### config.mk
export PLATFORM = sky130hd
export DESIGN_NAME = norm_round_unit
export DESIGN_NICKNAME = d
export VERILOG_FILES = /design/src/source/fp_format_pkg.sv /design/src/source/fp_round_pkg.sv /design/src/source/norm_mant_align.sv /design/src/source/norm_round_pack.sv /design/src/source/norm_round_unit.sv /design/src/source/norm_special_case.sv
export SDC_FILE = /design/constraint.sdc
export NUM_CORES = 1
export LEC_CHECK = 0
export BUFFER_PORTS_ARGS = -buffer_cell sky130_fd_sc_hd__buf_2
export CAP_MARGIN = 20
export CORE_MARGIN = 2
export CORE_UTILIZATION = 48
export DETAILED_ROUTE_END_ITERATION = 16
export PLACE_DENSITY = 0.78
export SLEW_MARGIN = 30
export SYNTH_ARGS = -nofsm -noshare
export SYNTH_HDL_FRONTEND = slang
export SYNTH_SLANG_ARGS = --single-unit
### constraint.sdc
create_clock -name clk -period 1.58 [get_ports clk]
set_clock_uncertainty 0.2 [all_clocks]
set_input_delay 0 -clock clk [delete_from_list [all_inputs] [get_ports clk]]
set_output_delay 0 -clock clk [all_outputs]
set_load 0.03 [all_outputs]
### src/source/fp_format_pkg.sv
// Format widths, exponent limits, extended operand types, format and operation enums
`default_nettype none

package fp_format_pkg;

  ////////////////////////////////////////////////////////////////////////////
  // Field widths
  ////////////////////////////////////////////////////////////////////////////
  localparam int unsigned MANT_W   = 23;  // FP32 stored mantissa
  localparam int unsigned EXP_W    = 8;   // FP32 exponent
  localparam int unsigned MANT16_W = 10;  // FP16 stored mantissa
  localparam int unsigned EXP16_W  = 5;   // FP16 exponent

  // Hidden bit + mantissa + 4 rounding bits
  localparam int unsigned MANT_EXT_W = MANT_W + 5;
  // Alignment window, room for a full denormal shift-out
  localparam int unsigned ALIGN_W    = 2 * MANT_EXT_W;

  // Biased exponent at which a format saturates to infinity
  localparam int unsigned EXP_MAX32 = (1 << EXP_W) - 1;    // 255
  localparam int unsigned EXP_MAX16 = (1 << EXP16_W) - 1;  // 31

  ////////////////////////////////////////////////////////////////////////////
  // Operand types
  ////////////////////////////////////////////////////////////////////////////
  typedef logic [MANT_EXT_W-1:0]     mant_ext_t;  // Not yet normalized
  typedef logic signed [EXP_W+1:0]   exp_ext_t;   // Biased, may go negative

  typedef enum logic {
    FMT_FP32,
    FMT_FP16   // NaN-boxed into 32 bits
  } fmt_e;

  typedef enum logic {
    OP_DIV,
    OP_SQRT
  } op_e;

endpackage

`default_nettype wire

### src/source/fp_round_pkg.sv
// Rounding mode enum, exception flag type, result type and canonical NaN constants
`default_nettype none

package fp_round_pkg;

  // IEEE rounding directions
  typedef enum logic [2:0] {
    RM_RNE = 3'd0,  // Nearest, ties to even
    RM_RTZ = 3'd1,  // Toward zero
    RM_RDN = 3'd2,  // Toward -inf
    RM_RUP = 3'd3   // Toward +inf
  } rm_e;

  // Exception flags, nv in the top bit
  typedef struct packed {
    logic nv;  // Invalid operation
    logic dz;  // Divide by zero
    logic of;  // Overflow
    logic uf;  // Underflow
    logic nx;  // Inexact
  } flags_t;

  typedef logic [31:0] result_t;

  // Upper half filler for FP16 results
  localparam logic [15:0] BOX16 = 16'hffff;

  // Canonical quiet NaNs
  localparam result_t QNAN32 = 32'h7fc0_0000;
  localparam result_t QNAN16 = {BOX16, 16'h7e00};

endpackage

`default_nettype wire

### src/source/norm_mant_align.sv
// Normalization and denormal right shift giving kept mantissa, guard bits, sticky and exponent
`default_nettype none

module norm_mant_align (
  input  fp_format_pkg::mant_ext_t        mant_in,
  input  fp_format_pkg::exp_ext_t         exp_in,
  input  fp_format_pkg::fmt_e             fmt,
  output logic [fp_format_pkg::MANT_W:0]  norm_mant,   // Hidden bit on top
  output logic [fp_format_pkg::EXP_W-1:0] norm_exp,
  output logic [1:0]                      round_bits,  // Guard, round
  output logic                            sticky,
  output logic                            uf_hint      // Result is denormal
);

  logic                                msb;         // 1.xxx form
  logic                                dnrm;
  fp_format_pkg::exp_ext_t             exp_dec;
  logic [fp_format_pkg::EXP_W+1:0]     rshift_raw;
  logic [4:0]                          rshift;
  logic [fp_format_pkg::ALIGN_W-1:0]   aligned;

  assign msb     = mant_in[fp_format_pkg::MANT_EXT_W-1];
  assign exp_dec = exp_in - fp_format_pkg::exp_ext_t'(1);

  // Denormal below exponent 1, or at 1 when the left shift would drop it to 0
  assign dnrm = (exp_in < fp_format_pkg::exp_ext_t'(1)) ||
                ((exp_in == fp_format_pkg::exp_ext_t'(1)) && !msb);

  ////////////////////////////////////////////////////////////////////////////
  // Denormal shift amount, 1 - exp
  ////////////////////////////////////////////////////////////////////////////
  assign rshift_raw = fp_format_pkg::exp_ext_t'(1) - exp_in;  // Only used when exp <= 1

  // Past the window everything is sticky anyway
  assign rshift = (rshift_raw > fp_format_pkg::MANT_EXT_W) ?
                  5'(fp_format_pkg::MANT_EXT_W) : rshift_raw[4:0];

  always_comb
  begin
    if (dnrm)
      aligned = {mant_in, {fp_format_pkg::MANT_EXT_W{1'b0}}} >> rshift;
    else if (!msb)
      // 0.1xx, one step left
      aligned = {mant_in[fp_format_pkg::MANT_EXT_W-2:0],
                 {(fp_format_pkg::MANT_EXT_W + 1){1'b0}}};
    else
      aligned = {mant_in, {fp_format_pkg::MANT_EXT_W{1'b0}}};
  end

  always_comb
  begin
    if (dnrm)
      norm_exp = '0;
    else if (!msb)
      norm_exp = exp_dec[fp_format_pkg::EXP_W-1:0];  // Compensate left shift
    else
      norm_exp = exp_in[fp_format_pkg::EXP_W-1:0];
  end

  // Kept bits are always the top of the window
  assign norm_mant = aligned[fp_format_pkg::ALIGN_W-1 -: fp_format_pkg::MANT_W+1];

  ////////////////////////////////////////////////////////////////////////////
  // Guard, round and sticky below the format LSB
  ////////////////////////////////////////////////////////////////////////////
  always_comb
  begin
    if (fmt == fp_format_pkg::FMT_FP16)
    begin
      round_bits = aligned[fp_format_pkg::ALIGN_W-fp_format_pkg::MANT16_W-2 -: 2];
      sticky     = |aligned[fp_format_pkg::ALIGN_W-fp_format_pkg::MANT16_W-4:0];
    end
    else
    begin
      round_bits = aligned[fp_format_pkg::ALIGN_W-fp_format_pkg::MANT_W-2 -: 2];
      sticky     = |aligned[fp_format_pkg::ALIGN_W-fp_format_pkg::MANT_W-4:0];
    end
  end

  assign uf_hint = dnrm;

endmodule

`default_nettype wire

### src/source/norm_round_pack.sv
// Round-up decision, increment with renormalization, packing with FP16 NaN boxing
`default_nettype none

module norm_round_pack (
  input  logic [fp_format_pkg::MANT_W:0]  norm_mant,
  input  logic [fp_format_pkg::EXP_W-1:0] norm_exp,
  input  logic [1:0]                      round_bits,
  input  logic                            sticky,
  input  logic                            uf_hint,
  input  logic                            sign,
  input  fp_round_pkg::rm_e               rm,
  input  fp_format_pkg::fmt_e             fmt,
  output fp_round_pkg::result_t           round_result,
  output fp_round_pkg::flags_t            round_flags
);

  logic                                is16;
  logic                                lsb;       // LSB at format boundary
  logic                                inexact;
  logic                                round_up;
  logic [fp_format_pkg::MANT_W+1:0]    inc;
  logic [fp_format_pkg::MANT_W+1:0]    mant_sum;  // Extra bit for carry out
  logic                                renorm;
  logic [fp_format_pkg::MANT_W:0]      mant_rnd;
  logic [fp_format_pkg::EXP_W-1:0]     exp_rnd;
  logic                                ovf;

  assign is16    = (fmt == fp_format_pkg::FMT_FP16);
  assign lsb     = is16 ? norm_mant[fp_format_pkg::MANT_W-fp_format_pkg::MANT16_W] :
                          norm_mant[0];
  assign inexact = (|round_bits) | sticky;

  ////////////////////////////////////////////////////////////////////////////
  // Rounding direction
  ////////////////////////////////////////////////////////////////////////////
  always_comb
  begin
    case (rm)
      fp_round_pkg::RM_RNE: round_up = round_bits[1] & (round_bits[0] | sticky | lsb);
      fp_round_pkg::RM_RTZ: round_up = 1'b0;
      fp_round_pkg::RM_RDN: round_up = inexact & sign;   // Magnitude up when negative
      fp_round_pkg::RM_RUP: round_up = inexact & ~sign;
      default:              round_up = 1'b0;
    endcase
  end

  // One unit at the format LSB
  always_comb
  begin
    inc = '0;
    if (is16)
      inc[fp_format_pkg::MANT_W-fp_format_pkg::MANT16_W] = round_up;
    else
      inc[0] = round_up;
  end

  assign mant_sum = {1'b0, norm_mant} + inc;
  assign renorm   = mant_sum[fp_format_pkg::MANT_W+1];  // 1.111.. + 1 carried out

  assign mant_rnd = renorm ? mant_sum[fp_format_pkg::MANT_W+1:1] :
                             mant_sum[fp_format_pkg::MANT_W:0];

  // Denormal rounding into the hidden bit becomes the smallest normal
  always_comb
  begin
    if (uf_hint)
      exp_rnd = {{(fp_format_pkg::EXP_W-1){1'b0}}, mant_sum[fp_format_pkg::MANT_W]};
    else
      exp_rnd = norm_exp + {{(fp_format_pkg::EXP_W-1){1'b0}}, renorm};
  end

  // Carry into the all-ones exponent, mantissa is zero here so this is infinity
  assign ovf = is16 ? (exp_rnd[fp_format_pkg::EXP16_W-1:0] == '1) : (exp_rnd == '1);

  ////////////////////////////////////////////////////////////////////////////
  // Packing
  ////////////////////////////////////////////////////////////////////////////
  always_comb
  begin
    if (is16)
      round_result = {fp_round_pkg::BOX16, sign,
                      exp_rnd[fp_format_pkg::EXP16_W-1:0],
                      mant_rnd[fp_format_pkg::MANT_W-1 -: fp_format_pkg::MANT16_W]};
    else
      round_result = {sign, exp_rnd, mant_rnd[fp_format_pkg::MANT_W-1:0]};
  end

  always_comb
  begin
    round_flags    = '0;
    round_flags.of = ovf;
    round_flags.uf = uf_hint;
    round_flags.nx = inexact;  // Always rounding, only discarded bits count
  end

endmodule

`default_nettype wire

### src/source/norm_round_unit.sv
// Top level with special path, normalize and round path, result select and output register
`default_nettype none

module norm_round_unit (
  input  logic                      clk,
  input  logic                      arst_n,
  input  logic                      in_valid,  // One-cycle strobe
  input  fp_format_pkg::op_e        op,
  input  fp_format_pkg::fmt_e       fmt,
  input  fp_round_pkg::rm_e         rm,
  input  logic                      sign,
  input  fp_format_pkg::mant_ext_t  mant_in,
  input  fp_format_pkg::exp_ext_t   exp_in,
  input  logic                      nan_a,
  input  logic                      nan_b,
  input  logic                      snan,
  input  logic                      inf_a,
  input  logic                      inf_b,
  input  logic                      zero_a,
  input  logic                      zero_b,
  output logic                      out_valid,
  output fp_round_pkg::result_t     result,
  output fp_round_pkg::flags_t      flags
);

  logic                              special_hit;
  fp_round_pkg::result_t             special_result;
  fp_round_pkg::flags_t              special_flags;
  logic [fp_format_pkg::MANT_W:0]    norm_mant;
  logic [fp_format_pkg::EXP_W-1:0]   norm_exp;
  logic [1:0]                        round_bits;
  logic                              sticky;
  logic                              uf_hint;
  fp_round_pkg::result_t             round_result;
  fp_round_pkg::flags_t              round_flags;
  fp_round_pkg::result_t             sel_result;
  fp_round_pkg::flags_t              sel_flags;

  ////////////////////////////////////////////////////////////////////////////
  // Datapath, all combinational
  ////////////////////////////////////////////////////////////////////////////
  norm_special_case u_special (
    .op(op), .sign(sign), .exp_in(exp_in), .fmt(fmt),
    .nan_a(nan_a), .nan_b(nan_b), .snan(snan),
    .inf_a(inf_a), .inf_b(inf_b), .zero_a(zero_a), .zero_b(zero_b),
    .special_hit(special_hit), .special_result(special_result),
    .special_flags(special_flags)
  );

  norm_mant_align u_align (
    .mant_in(mant_in), .exp_in(exp_in), .fmt(fmt),
    .norm_mant(norm_mant), .norm_exp(norm_exp), .round_bits(round_bits),
    .sticky(sticky), .uf_hint(uf_hint)
  );

  norm_round_pack u_round (
    .norm_mant(norm_mant), .norm_exp(norm_exp), .round_bits(round_bits),
    .sticky(sticky), .uf_hint(uf_hint), .sign(sign), .rm(rm), .fmt(fmt),
    .round_result(round_result), .round_flags(round_flags)
  );

  // Forced result overrides rounding
  assign sel_result = special_hit ? special_result : round_result;
  assign sel_flags  = special_hit ? special_flags  : round_flags;

  // Output stage, holds until next strobe
  always_ff @(posedge clk or negedge arst_n)
  begin
    if (!arst_n)
    begin
      out_valid <= 1'b0;
      result    <= '0;
      flags     <= '0;
    end
    else
    begin
      out_valid <= in_valid;
      if (in_valid)
      begin
        result <= sel_result;
        flags  <= sel_flags;
      end
    end
  end

endmodule

`default_nettype wire

### src/source/norm_special_case.sv
// Exception priority chain with overflow test, forced result and nv, dz, of flags
`default_nettype none

module norm_special_case (
  input  fp_format_pkg::op_e      op,
  input  logic                    sign,
  input  fp_format_pkg::exp_ext_t exp_in,
  input  fp_format_pkg::fmt_e     fmt,
  input  logic                    nan_a,
  input  logic                    nan_b,
  input  logic                    snan,     // Signalling NaN seen upstream
  input  logic                    inf_a,
  input  logic                    inf_b,
  input  logic                    zero_a,
  input  logic                    zero_b,
  output logic                    special_hit,
  output fp_round_pkg::result_t   special_result,
  output fp_round_pkg::flags_t    special_flags
);

  // Kind of forced result
  typedef enum logic [1:0] {
    KIND_NONE,
    KIND_NAN,
    KIND_INF,
    KIND_ZERO
  } kind_e;

  kind_e kind;
  logic  is_div;
  logic  is16;
  logic  exp_ovf;  // Exponent already past the format range

  assign is_div = (op == fp_format_pkg::OP_DIV);
  assign is16   = (fmt == fp_format_pkg::FMT_FP16);

  // Signed compare, negative exponents never overflow
  assign exp_ovf = is16 ?
    (exp_in >= fp_format_pkg::exp_ext_t'(fp_format_pkg::EXP_MAX16)) :
    (exp_in >= fp_format_pkg::exp_ext_t'(fp_format_pkg::EXP_MAX32));

  ////////////////////////////////////////////////////////////////////////////
  // Priority chain, first match wins
  ////////////////////////////////////////////////////////////////////////////
  always_comb
  begin
    kind          = KIND_NONE;
    special_flags = '0;
    if (nan_a || nan_b)
    begin
      kind             = KIND_NAN;
      special_flags.nv = snan;  // Quiet NaN in passes silently
    end
    else if (inf_a)
    begin
      if ((is_div && inf_b) || (!is_div && sign))  // inf/inf or sqrt(-inf)
      begin
        kind             = KIND_NAN;
        special_flags.nv = 1'b1;
      end
      else
      begin
        kind             = KIND_INF;
        special_flags.of = 1'b1;
      end
    end
    else if (is_div && inf_b)
    begin
      kind             = KIND_ZERO;  // x/inf
      special_flags.of = 1'b1;
    end
    else if (zero_a)
    begin
      if (is_div && zero_b)
      begin
        kind             = KIND_NAN;  // 0/0
        special_flags.nv = 1'b1;
        special_flags.dz = 1'b1;
      end
      else
        kind = KIND_ZERO;
    end
    else if (is_div && zero_b)
    begin
      kind             = KIND_INF;  // x/0
      special_flags.dz = 1'b1;
    end
    else if (!is_div && sign)
    begin
      kind             = KIND_NAN;  // sqrt of negative
      special_flags.nv = 1'b1;
    end
    else if (exp_ovf)
    begin
      kind             = KIND_INF;
      special_flags.of = 1'b1;
    end
  end

  assign special_hit = (kind != KIND_NONE);

  // Result patterns per format, NaN always positive
  always_comb
  begin
    case (kind)
      KIND_NAN:
        special_result = is16 ? fp_round_pkg::QNAN16 : fp_round_pkg::QNAN32;
      KIND_INF:
        special_result = is16 ?
          {fp_round_pkg::BOX16, sign, {fp_format_pkg::EXP16_W{1'b1}},
           {fp_format_pkg::MANT16_W{1'b0}}} :
          {sign, {fp_format_pkg::EXP_W{1'b1}}, {fp_format_pkg::MANT_W{1'b0}}};
      KIND_ZERO:
        special_result = is16 ?
          {fp_round_pkg::BOX16, sign,
           {(fp_format_pkg::EXP16_W + fp_format_pkg::MANT16_W){1'b0}}} :
          {sign, {(fp_format_pkg::EXP_W + fp_format_pkg::MANT_W){1'b0}}};
      default:
        special_result = '0;  // Unused, rounded path selected
    endcase
  end

endmodule

`default_nettype wire

==> summary.md, run 1 <==
| Metric | Value |
|---|---|
| Die height | `~120 um` |
| Yosys top cell area share | `0.143` |
| Post-Synth Adder-Cell Area | `0.0188` |
| Yosys reg bits | `38` |
| GRT Overall Usage | `0.761` |
| Synthesized instance count | `between 900 and 1000` |
| Total nets after synthesis | `~1000` |
| HPWL after DPL | `around 25000 um` |
| I/O pin count | `between 90 and 100` |
| Fail Step | `global routing (5_1_grt)` |
| Post-synth EDFFs | `0` |
| First Err | `[ERROR GRT-0232] Routing congestion too high. Check the congestion heatmap in the GUI.` |
| Grt ovf | `16` |
| Worst EP kind | `register input` |
| Area leader, netlist | `dfrtp_1` |
| Starting Density | `0.486` |
| Die X | `roughly 120 um` |
| CTS buffer count | `5` |
| Post-synthesis mux area share | `0.113` |
| Largest net degree at the start of global routing | `between 40 and 50` |
| Clock Path Buffers | `2` |
| Compound-gate portion of the synthesized area | `0.340` |
| Main synth FF type | `dfrtp_1` |
| Sequential share of the synthesized area | `0.143` |
| Avg Cell Area, Syn | `7.10 um^2` |
| GRT worst endpoint | `flags[2]$_DFFE_PN0P_/D` |
| Status | `did not finish` |
| H-tree depth reported by CTS | `2` |
| Site Rows | `43` |
| Simple-gate portion of the synthesized area | `0.289` |
| Synth Cell Area | `around 0.0067 mm^2` |
| Clk root buf | `clkbuf_16` |
| Ys async rst share | `1.00` |
| Routability cong. | `roughly 1.1` |
| Synth warn | `0` |
| Area after DPL | `0.00989 mm^2` |
| CTS Sinks | `38` |
| Post-Synth XOR/XNOR Area | `0.0315` |
| Largest family of logic cells by synthesized area | `compound AO/OA/AOI/OAI gates` |
| Number of distinct library cells after synthesis | `95` |
| IO Port Bufs | `between 90 and 100` |
| Largest cells by area after synthesis | `dfrtp_1 (14%), mux2i_1 (7.1%), nor2_1 (6.2%)` |
==> per-layer routing <==
metal | overflow | track usage
met1 | 0 | 0.763
met2 | 8 | 0.878
met3 | 0 | 0.662
met4 | 8 | 0.716
met5 | 0 | 0.535
==> Yosys cell counts (all sizes together), types with 5 or more instances <==
cell type / number
buf: 27
a21oi: 57
nor3: 61
a21o: 6
and3: 10
xnor2: 14
a21boi: 9
nor4: 18
mux2: 19
o22ai: 13
nand4: 13
mux2i: 47
xor2: 10
nand2: 83
o31a: 6
dfrtp: 38
nor2b: 5
inv: 29
o211ai: 11
and2: 9
nor2: 110
a221o: 8
a31oi: 22
nand3: 33
o21ai: 45
or3: 12
nand2b: 6
o21a: 9
a211oi: 14
clkbuf: 47
o22a: 5
o31ai: 19
a211o: 9
a221oi: 9
ha: 10
o2bb2ai: 14
==> through the flow <==
step                      worst slack (ns)  hold slack (ns)  TNS [ns]  cells  utilization
after floorplan                      -4.52           -0.496   -128.56    939            -
after global placement               -4.59           -0.231   -138.55   1489        0.721
after detailed placement             -4.93           -0.220   -147.76   1489        0.721
after CTS                            -4.20           0.0125   -122.17   1536        0.792
==> timing repair <==
action / in CTS
endpoints found under the setup margin: 36
setup buffers: 36
cloned: 1
resized for setup: 107
pin swaps: 72
endpoints found under the hold margin: 50
hold buffers: 5
==> logic make-up after synthesis <==
| group | count (synthesis) |
|---|---|
| simple gates | 384 |
| compound gates | 311 |
| buf+inv | 103 |
| mux | 69 |
| flops | 38 |
| xor+xnor | 24 |
| fa+ha+maj | 10 |
==> run 2, diff against run 1 <==
- CORE_UTILIZATION: 48 -> 33
- PLACE_DENSITY: 0.78 -> unset
- PLACE_DENSITY_LB_ADDON: unset -> 0.15
==> run 2 against run 1 <==
The flow now finishes, with violations (negative setup slack). Synthesized cell count did not move. Synthesized area unchanged.
==> summary.md, run 2 <==
| Metric | Value |
|---|---|
| Initial antenna violation count | `0` |
| I/O pin count | `92 (unchanged)` |
| Fin crit period | `slightly below 6 ns` |
| Clk slew on worst S/H paths | `~0.060 ns` |
| Max-cap violations | `0` |
| Starting Density | `0.339 (-0.147)` |
| Clk root buf | `clkbuf_16` |
| Worst Path Buf+Inv | `10` |
| CP Capture Type | `flop` |
| Most common cell in the synthesized netlist | `nor2_1` |
| Worst EP arrival | `just under 6 ns` |
| Worst Setup SP | `exp_in[1]` |
| WP depth | `34` |
| Commonest non-fill, non-tap cell in the layout | `buf_4` |
| Synth Cell Area | `0.00666 mm^2 (unchanged)` |
| HPWL after DPL | `27100 um (+10%)` |
| Worst hold margin | `about 0.016 ns` |
| Setup violations, final | `36` |
| Worst Max-Slew Pin Slew | `0.671 ns` |
| Status | `finished, violations left` |
| # diodes | `0` |
| Die height | `146 um (+20%)` |
| Critical path capture point | `result[28]$_DFFE_PN0P_` |
| Part of the cycle the worst path needs | `3.70` |
| Yosys top cell area share | `0.143 (unchanged)` |
| Top reg by flops | `result` |
| Fill count | `between 1500 and 2000` |
| First-pass GRT wire length | `between 50000 and 60000 um` |
| Vias in the first global route | `~9500` |
| Ys async rst share | `1.00 (unchanged)` |
| Synthesized instance count | `939 (unchanged)` |
| Avg Cell Area, Syn | `7.10 um^2 (unchanged)` |
| Multi-input logic area | `around 0.0063 mm^2` |
| Die X | `146 um (+20%)` |
| FF/Latch Area | `approximately 950 um^2` |
| Worst r2r path cells | `3` |
| Area leader, netlist | `dfrtp_1` |
| Detailed-route DRC error count | `0` |
| Yosys reg bits | `38 (unchanged)` |
| Post-Layout Cell Count | `~1700` |
| Total Wirelength | `approximately 36000 um` |
| PD cells | `approximately 450 mW/mm^2` |
| CTS buffer count | `5 (unchanged)` |
| Critical R2R Launch | `result[11]$_DFFE_PN0P_` |
| Post-synth EDFFs | `0 (unchanged)` |
| Post-DRT Antenna Nets | `0` |
| IO Port Bufs | `91 (unchanged)` |
| Cells after DPL | `1610 (+8.1%)` |
| DP Worst Slack | `-4.88 ns (+0.0438 ns)` |
| Vias per std cell | `5.82` |
| H-tree depth reported by CTS | `2 (unchanged)` |
| Clock Path Buffers | `2 (unchanged)` |
| Main synth FF type | `dfrtp_1` |
| Setup ws final | `-4.26 ns` |
| Via count | `slightly below 10000` |
| Failing checks | `negative setup slack` |
| CTS Sinks | `38 (unchanged)` |
| Top Registers | `result (32), flags (5), out_valid (1)` |
| DRT iter0 DRCs | `between 700 and 800` |
| Largest cells by area after synthesis | `dfrtp_1 (14%), mux2i_1 (7.1%), nor2_1 (6.2%)` |
| CP max FO | `5` |
| Area Growth Syn to Fin | `81.2%` |
| Number of distinct library cells after synthesis | `95 (unchanged)` |
| FF-to-FF setup slack | `0.38 ns` |
| Largest net degree at the start of global routing | `between 40 and 50` |
| Grt ovf | `0` |
| Pre-Repair DR Iteration Count | `5` |
| Sequential share of the synthesized area | `0.143 (unchanged)` |
| Worst path slowest cell | `or3b_4` |
| Wire per inst | `~21 um` |
| Final hold vios | `0` |
| Final #Nets | `1478` |
| Worst VDD drop | `~0.00044 V` |
| Fmax | `171 MHz` |
| CP Launch Type | `input pin` |
| Synth warn | `0 (unchanged)` |
| Die area | `~0.021 mm^2` |
| Max reg flops | `32` |
| Share of cells above drive strength 1 | `0.523` |
| CTS tree | `built` |
| Max Slew Vio Count | `0` |
| Total Neg Setup Slack | `-127.02 ns` |
| Site Rows | `51 (+19%)` |
| Final core occ | `0.614` |
| Slew margin rel. | `0.549` |
| Max incr delay on CP | `about 0.41 ns` |
| Worst endpoint required time | `~1.5 ns` |
| Pleak | `between 5 and 6 nW` |
| Most frequent cells after synthesis | `nor2_1 (110), nand2_1 (82), a21oi_1 (56), nor3_1 (56)` |
| Most frequent cells in the layout | `buf_4 (401), nor2_1 (100), buf_2 (89)` |
| Core Box Area | `0.0197 mm^2` |
| Critical path's most frequent cell | `buf_4` |
| Crit-path leading delay family | `compound AO/OA/AOI/OAI gates` |
| Routability cong. | `1.01 (-10%)` |
| GRT Overall Usage | `0.315` |
| Setup CP Type | `input pin to flop` |
| RSZ-0062 raised after global routing | `yes` |
| Worst hold-check path type | `input pin to flop` |
| RR Endpoint | `result[11]$_DFFE_PN0P_` |
| Skew-Pair Late Insertion Delay | `approximately 0.28 ns` |
| Total nets after synthesis | `1003 (unchanged)` |
## run 2: cell counts after synthesis
No cell type changed its count.
## run 2: final cells by class
type                    count  share of cell area
multi-input cells         800               0.523
well taps                 265              0.0275
clock inverters             3             0.00570
clock buffers               5              0.0104
inverters                  29             0.00933
flip-flops and latches     38              0.0787
repair buffers            540               0.345
## run 2: cells by family (layout without fill, tap and decap cells)
logic type,Yosys count,in the layout,synth area share
buffers and inverters,103,577,0.0644
xor gates and xnor gates,24,24,0.0315
muxes,69,69,0.113
DFF,38,38,0.143
and+or+nand+nor,384,384,0.289
AOI/OAI and AO/OA,311,313,0.340
adders and majority gates,10,10,0.0188
## run 2: power breakdown
part	leakage, nW	internal (mW)	total [mW]	switching [mW]
Combinational	4.77	1.38	3.07	1.69
Sequential	0.459	1.05	1.09	0.0449
Clock	0.0940	0.907	1.32	0.410
## run 2: through the flow
| step | power (mW) | instance area, um^2 |
|---|---|---|
| 2_1_floorplan | 2.41 | 6900 |
| 3_3_place_gp | 3.75 | 10300 |
| 3_5_place_dp | 3.75 | 10300 |
| 4_1_cts | 5.29 | 11500 |
| 5_1_grt | 5.73 | 12100 |
| 6_report | 5.47 | 12100 |
## run 2: how the worst min path moves through the flow
stage              from              endpoint  slack [ns]  depth (start not counted)
3_5_place_dp     arst_n  flags[4]$_DFFE_PN0P_       -0.25                          1
5_1_grt        in_valid  flags[1]$_DFFE_PN0P_        0.03                          4
4_1_cts           inf_a  flags[2]$_DFFE_PN0P_       0.003                          5
2_1_floorplan    arst_n  flags[0]$_DFFE_PN0P_       -0.50                          0
6_report          inf_a  flags[2]$_DFFE_PN0P_        0.02                          5
3_3_place_gp     arst_n  flags[4]$_DFFE_PN0P_       -0.24                          1
## run 2: tightest hold or removal path, delay by kind of cell
| family | cells | cell delay [ns] |
|---|---|---|
| compound gates | 1 | 0.13 |
| buf+inv | 1 | 0.12 |
| simple gates | 3 | 0.20 |
## run 2: what timing repair did
| action | CTS | global route |
|---|---|---|
| hold buffers | 4 | 0 |
| resized for setup | 157 | 79 |
| hold endpoints to repair | 45 | 0 |
| endpoints found under the setup margin | 36 | 36 |
| pin swaps | 53 | 61 |
| setup buffers | 30 | 28 |
| cloned | 7 | 1 |
## run 2: routing by layer
layer  vias up  track usage  routed length (um)
met5         -            0                   0
met4         0       0.0723                 904
met3        69       0.0588                3100
met2       463        0.517               16300
met1      4691        0.430               15300
li1       4556            -                   -
Note: power is estimated with default switching activity, not from simulation.
==> run 3, diff against run 2 <==
- CORE_ASPECT_RATIO: unset -> 0.8
- SETUP_SLACK_MARGIN: unset -> 0.4
==> run 3 against run 2 <==
The flow still finishes with violations (negative setup slack). Critical path depth up 1. Via count up 0.26%. Cell count up 0.36%.
==> summary.md, run 3 (synthesis gave the netlist of run 2 again) <==
| Metric | Value |
|---|---|
| Worst hold margin | `0.00590 ns (-0.0100 ns)` |
| Die X | `163 um (+11%)` |
| Fin crit period | `5.84 ns (+0.000520 ns)` |
| DRT iter0 DRCs | `1056 (+33%)` |
| Setup CP Type | `input pin to flop` |
| Max-cap violations | `0 (unchanged)` |
| Fmax | `171 MHz (about the same)` |
| Clock share of power | `0.249 (+0.008)` |
| Starting Density | `0.337 (-0.00249)` |
| RR Endpoint | `result[11]$_DFFE_PN0P_` |
| Worst EP arrival | `5.86 ns (+0.06 ns)` |
| Commonest non-fill, non-tap cell in the layout | `buf_4` |
| Internal Power | `3.29 mW (-1.2%)` |
| # diodes | `0 (unchanged)` |
| FF-to-FF setup slack | `0.47 ns (+0.09 ns)` |
| CTS buffer count | `5 (unchanged)` |
| Total power | `5.43 mW (-0.78%)` |
| Total Wirelength | `34900 um (-1.8%)` |
| Wire per inst | `20.7 um (-2.2%)` |
| Worst r2r path cells | `3 (unchanged)` |
| Slew margin rel. | `0.486 (-0.0635)` |
| Area Growth Syn to Fin | `80.6%` |
| Final core occ | `0.608 (-0.00665)` |
| Cells after DPL | `1589 (-1.3%)` |
| Max reg flops | `32 (unchanged)` |
| Clock Path Buffers | `2 (unchanged)` |
| GRT Overall Usage | `0.315 (about the same)` |
| Largest net degree at the start of global routing | `46 (-4.2%)` |
| Site Rows | `46 (-9.8%)` |
| Crit-path leading delay family | `simple AND/OR/NAND/NOR gates` |
| Worst path slowest cell | `or4b_4` |
| Fill count | `1798 (-1.2%)` |
| IO Port Bufs | `91 (unchanged)` |
| Critical path's most frequent cell | `ha_4` |
| Clk root buf | `clkbuf_16` |
| Global route hottest layer | `met2` |
| PD cells | `451 mW/mm^2 (-0.43%)` |
| CTS tree | `built` |
| CP max FO | `8 (+3)` |
| Post-Layout Cell Count | `1686 (+0.36%)` |
| Final #Nets | `1485 (+0.47%)` |
| M3 GR Usage | `0.0670 (+0.00825)` |
| Switch Pwr | `2.14 mW (-0.13%)` |
| Final Cell Area | `0.0120 mm^2 (-0.35%)` |
| Vias in the first global route | `9227 (-2.7%)` |
| Routability cong. | `1.01 (-0.48%)` |
| Post-DRT Antenna Nets | `0 (unchanged)` |
| First-pass GRT wire length | `52200 um (-2.7%)` |
| DP Worst Slack | `-4.74 ns (+0.138 ns)` |
| H-tree depth reported by CTS | `2 (unchanged)` |
| Via count | `9804 (+0.26%)` |
| Share of cells above drive strength 1 | `0.517 (-0.00609)` |
| Critical R2R Launch | `result[11]$_DFFE_PN0P_` |
| Top reg by flops | `result` |
| Skew-Pair Late Insertion Delay | `0.29 ns (about the same)` |
| CP Launch Type | `input pin` |
| Most frequent cells in the layout | `buf_4 (395), nor2_1 (102), buf_2 (90)` |
| Core Box Area | `0.0198 mm^2 (+0.74%)` |
| Switching share of power | `0.394 (+0.00257)` |
| Part of the cycle the worst path needs | `3.70 (about the same)` |
| CTS Sinks | `38 (unchanged)` |
| Pleak | `5.30 nW (-0.41%)` |
| Worst Path Buf+Inv | `7 (-3)` |
| Worst VDD drop | `0.000480 V (+8.5%)` |
| Sequential share of power | `0.200 (about the same)` |
| Max Slew Vio Count | `0 (unchanged)` |
| Max incr delay on CP | `0.48 ns (+0.07 ns)` |
| CP Capture Type | `flop` |
| Final hold vios | `0 (unchanged)` |
| Initial antenna violation count | `1 (+1)` |
| Worst hold-check path type | `input pin to asynchronous set/reset pin` |
| Met1 Track Usage GR | `0.459 (+0.0285)` |
| Pre-Repair DR Iteration Count | `6 (+1)` |
| Detailed-route DRC error count | `0 (unchanged)` |
| Grt ovf | `0 (unchanged)` |
| Setup violations, final | `34 (-5.6%)` |
| Die area | `0.0213 mm^2 (about the same)` |
| Combinational share of power | `0.551 (-0.009)` |
| Worst endpoint required time | `1.59 ns (+0.05 ns)` |
| Clk slew on worst S/H paths | `0.07 ns (about the same)` |
| Status | `finished, violations left` |
| Worst Max-Slew Pin Slew | `0.765 ns (+0.0939 ns)` |
| Vias per std cell | `5.81 (-0.10%)` |
| I/O pin count | `92 (unchanged)` |
| Top Registers | `result (32), flags (5), out_valid (1)` |
| Total Neg Setup Slack | `-125.97 ns (+1.05 ns)` |
| HPWL after DPL | `26400 um (-2.7%)` |
| Die height | `131 um (-10%)` |
| Grt met2 use | `0.490 (-0.0274)` |
| Area after DPL | `0.0101 mm^2 (-1.8%)` |
| RSZ-0062 raised after global routing | `yes` |
| Setup ws final | `-4.26 ns (-0.000520 ns)` |
| Failing checks | `negative setup slack` |
[run 3: cell count changes in the layout (fill, tap and decap cells not counted), sizes merged]
| cell | delta |
|---|---|
| bufbuf | -1 |
| dlymetal6s4s | +1 |
| buf | +7 |
| clkbuf | -1 |
| dlygate4sd3 | +1 |
[run 3: how the worst max path moves through the flow]
stage	cells past startpoint	from	end
floorplan	33	exp_in[1]	flags[2]$_DFFE_PN0P_
global placement	30	exp_in[1]	flags[2]$_DFFE_PN0P_
detailed placement	31	exp_in[1]	flags[2]$_DFFE_PN0P_
CTS	32	exp_in[1]	flags[2]$_DFFE_PN0P_
global route	33	exp_in[1]	flags[2]$_DFFE_PN0P_
finish	35	exp_in[1]	flags[2]$_DFFE_PN0P_
[run 3: area by class of cell]
cell class / instances / area, um^2 / share of cell area
clock inverters: 3 / 68.8 / 0.00572
well taps: 264 / 330 / 0.0275
clock buffers: 5 / 125 / 0.0104
inverters: 29 / 113 / 0.00936
multi-input cells: 800 / 6240 / 0.519
repair buffers: 547 / 4200 / 0.349
flip-flops and latches: 38 / 951 / 0.0790
[run 3: worst reg2reg max path, cell delays in order (launching register included)]
cell and delay (ns):
dfrtp_1 0.37, a21boi_0 0.18, o31a_1 0.17, o31ai_1 0.07
[run 3: power by group through the flow]
stage	clock network [mW]	registers (mW)	logic, mW
2_1_floorplan	0	1.25	1.16
3_3_place_gp	0	1.10	2.59
6_report	1.35	1.08	2.99
3_5_place_dp	0	1.10	2.58
4_1_cts	1.36	1.08	2.81
5_1_grt	1.40	1.09	3.18
[run 3: timing repair]
item | 4_1_cts | 5_1_grt
endpoints found under the setup margin | 36 | 37
gates cloned | 3 | 2
pin swaps | 75 | 54
hold endpoints to repair | 44 | 0
gates resized for setup | 130 | 95
buffers inserted | 59 | 19
hold buffers | 6 | 0
[run 3: layer usage]
layer  share of wire  up-vias
li1                -     4572
met1            0.47     4721
met2            0.42      446
met3           0.091       63
met4           0.015        2
met5         0.00052        -
==> run 4, diff against run 3 <==
- CORE_UTILIZATION: 33 -> 65
- GPL_TIMING_DRIVEN: unset -> 0
- MAX_ROUTING_LAYER: unset -> met4
==> run 4 against run 3 <==
The flow now stops in global routing (5_1_grt). Synthesized cell count unchanged. Synthesized area unchanged.
==> summary.md, run 4 <==
| Metric | Value |
|---|---|
| Post-Synth XOR/XNOR Area | `0.0315 (unchanged)` |
| Compound-gate portion of the synthesized area | `0.340 (unchanged)` |
| Total nets after synthesis | `1003 (unchanged)` |
| Most common cell in the synthesized netlist | `nor2_1` |
| Clock Path Buffers | `2 (unchanged)` |
| Largest family of logic cells by synthesized area | `compound AO/OA/AOI/OAI gates` |
| Yosys top cell area share | `0.143 (unchanged)` |
| Most frequent cells after synthesis | `nor2_1 (110), nand2_1 (82), a21oi_1 (56), nor3_1 (56)` |
| Post-synth EDFFs | `0 (unchanged)` |
| Ys async rst share | `1.00 (unchanged)` |
| Area leader, netlist | `dfrtp_1` |
| Synthesized instance count | `939 (unchanged)` |
| Clk root buf | `clkbuf_16` |
| Fail Step | `global routing (5_1_grt)` |
| Die height | `94.6 um (-28%)` |
| HPWL after DPL | `21800 um (-17%)` |
| Post-synthesis mux area share | `0.113 (unchanged)` |
| CTS buffer count | `5 (unchanged)` |
| Simple-gate portion of the synthesized area | `0.289 (unchanged)` |
| IO Port Bufs | `82 (-9.9%)` |
| Sequential share of the synthesized area | `0.143 (unchanged)` |
| Die X | `117 um (-28%)` |
| Starting Density | `0.659 (+0.322)` |
| Synth Cell Area | `0.00666 mm^2 (unchanged)` |
| Yosys reg bits | `38 (unchanged)` |
| First Err | `[ERROR GRT-0232] Routing congestion too high. Check the congestion heatmap in the GUI.` |
| Routability cong. | `1.27 (+26%)` |
| Status | `did not finish` |
| CTS Sinks | `38 (unchanged)` |
| GRT Overall Usage | `0.804` |
| Synth warn | `0 (unchanged)` |
| Post-Synth Adder-Cell Area | `0.0188 (unchanged)` |
| I/O pin count | `92 (unchanged)` |
| Avg Cell Area, Syn | `7.10 um^2 (unchanged)` |
| Largest cells by area after synthesis | `dfrtp_1 (14%), mux2i_1 (7.1%), nor2_1 (6.2%)` |
| Largest net degree at the start of global routing | `39` |
| Main synth FF type | `dfrtp_1` |
| H-tree depth reported by CTS | `2 (unchanged)` |
| Number of distinct library cells after synthesis | `95 (unchanged)` |
| Grt ovf | `30` |
| Site Rows | `33 (-28%)` |
[run 4: cell counts after synthesis]
No cell type changed its count.
[run 4: repair_timing]
item / CTS
resized for setup: 113
hold buffers: 4
endpoints found under the hold margin: 40
setup endpoints to repair: 36
pin swaps: 37
setup buffers: 54
[run 4: logic make-up after synthesis]
| family | after synthesis |
|---|---|
| compound gates | 311 |
| xor+xnor | 24 |
| fa+ha+maj | 10 |
| buf+inv | 103 |
| flops | 38 |
| mux | 69 |
| simple gates | 384 |
[run 4: routing by layer]
layer / track usage / GRT overflow
met1: 0.841 / 3
met2: 0.916 / 15
met5: - / -
met3: 0.702 / 3
met4: 0.643 / 9
[run 4: per-stage QoR]
stage | hold WS (ns) | instance area [um^2] | TNS (ns) | worst slack (ns) | std cells
global placement | -0.0784 | 7500 | -179.74 | -6.24 | 1161
detailed placement | -0.0712 | 7500 | -181.56 | -6.32 | 1161
CTS | 0.00250 | 8580 | -136.13 | -4.66 | 1227
floorplan | -0.496 | 6920 | -128.53 | -4.51 | 939
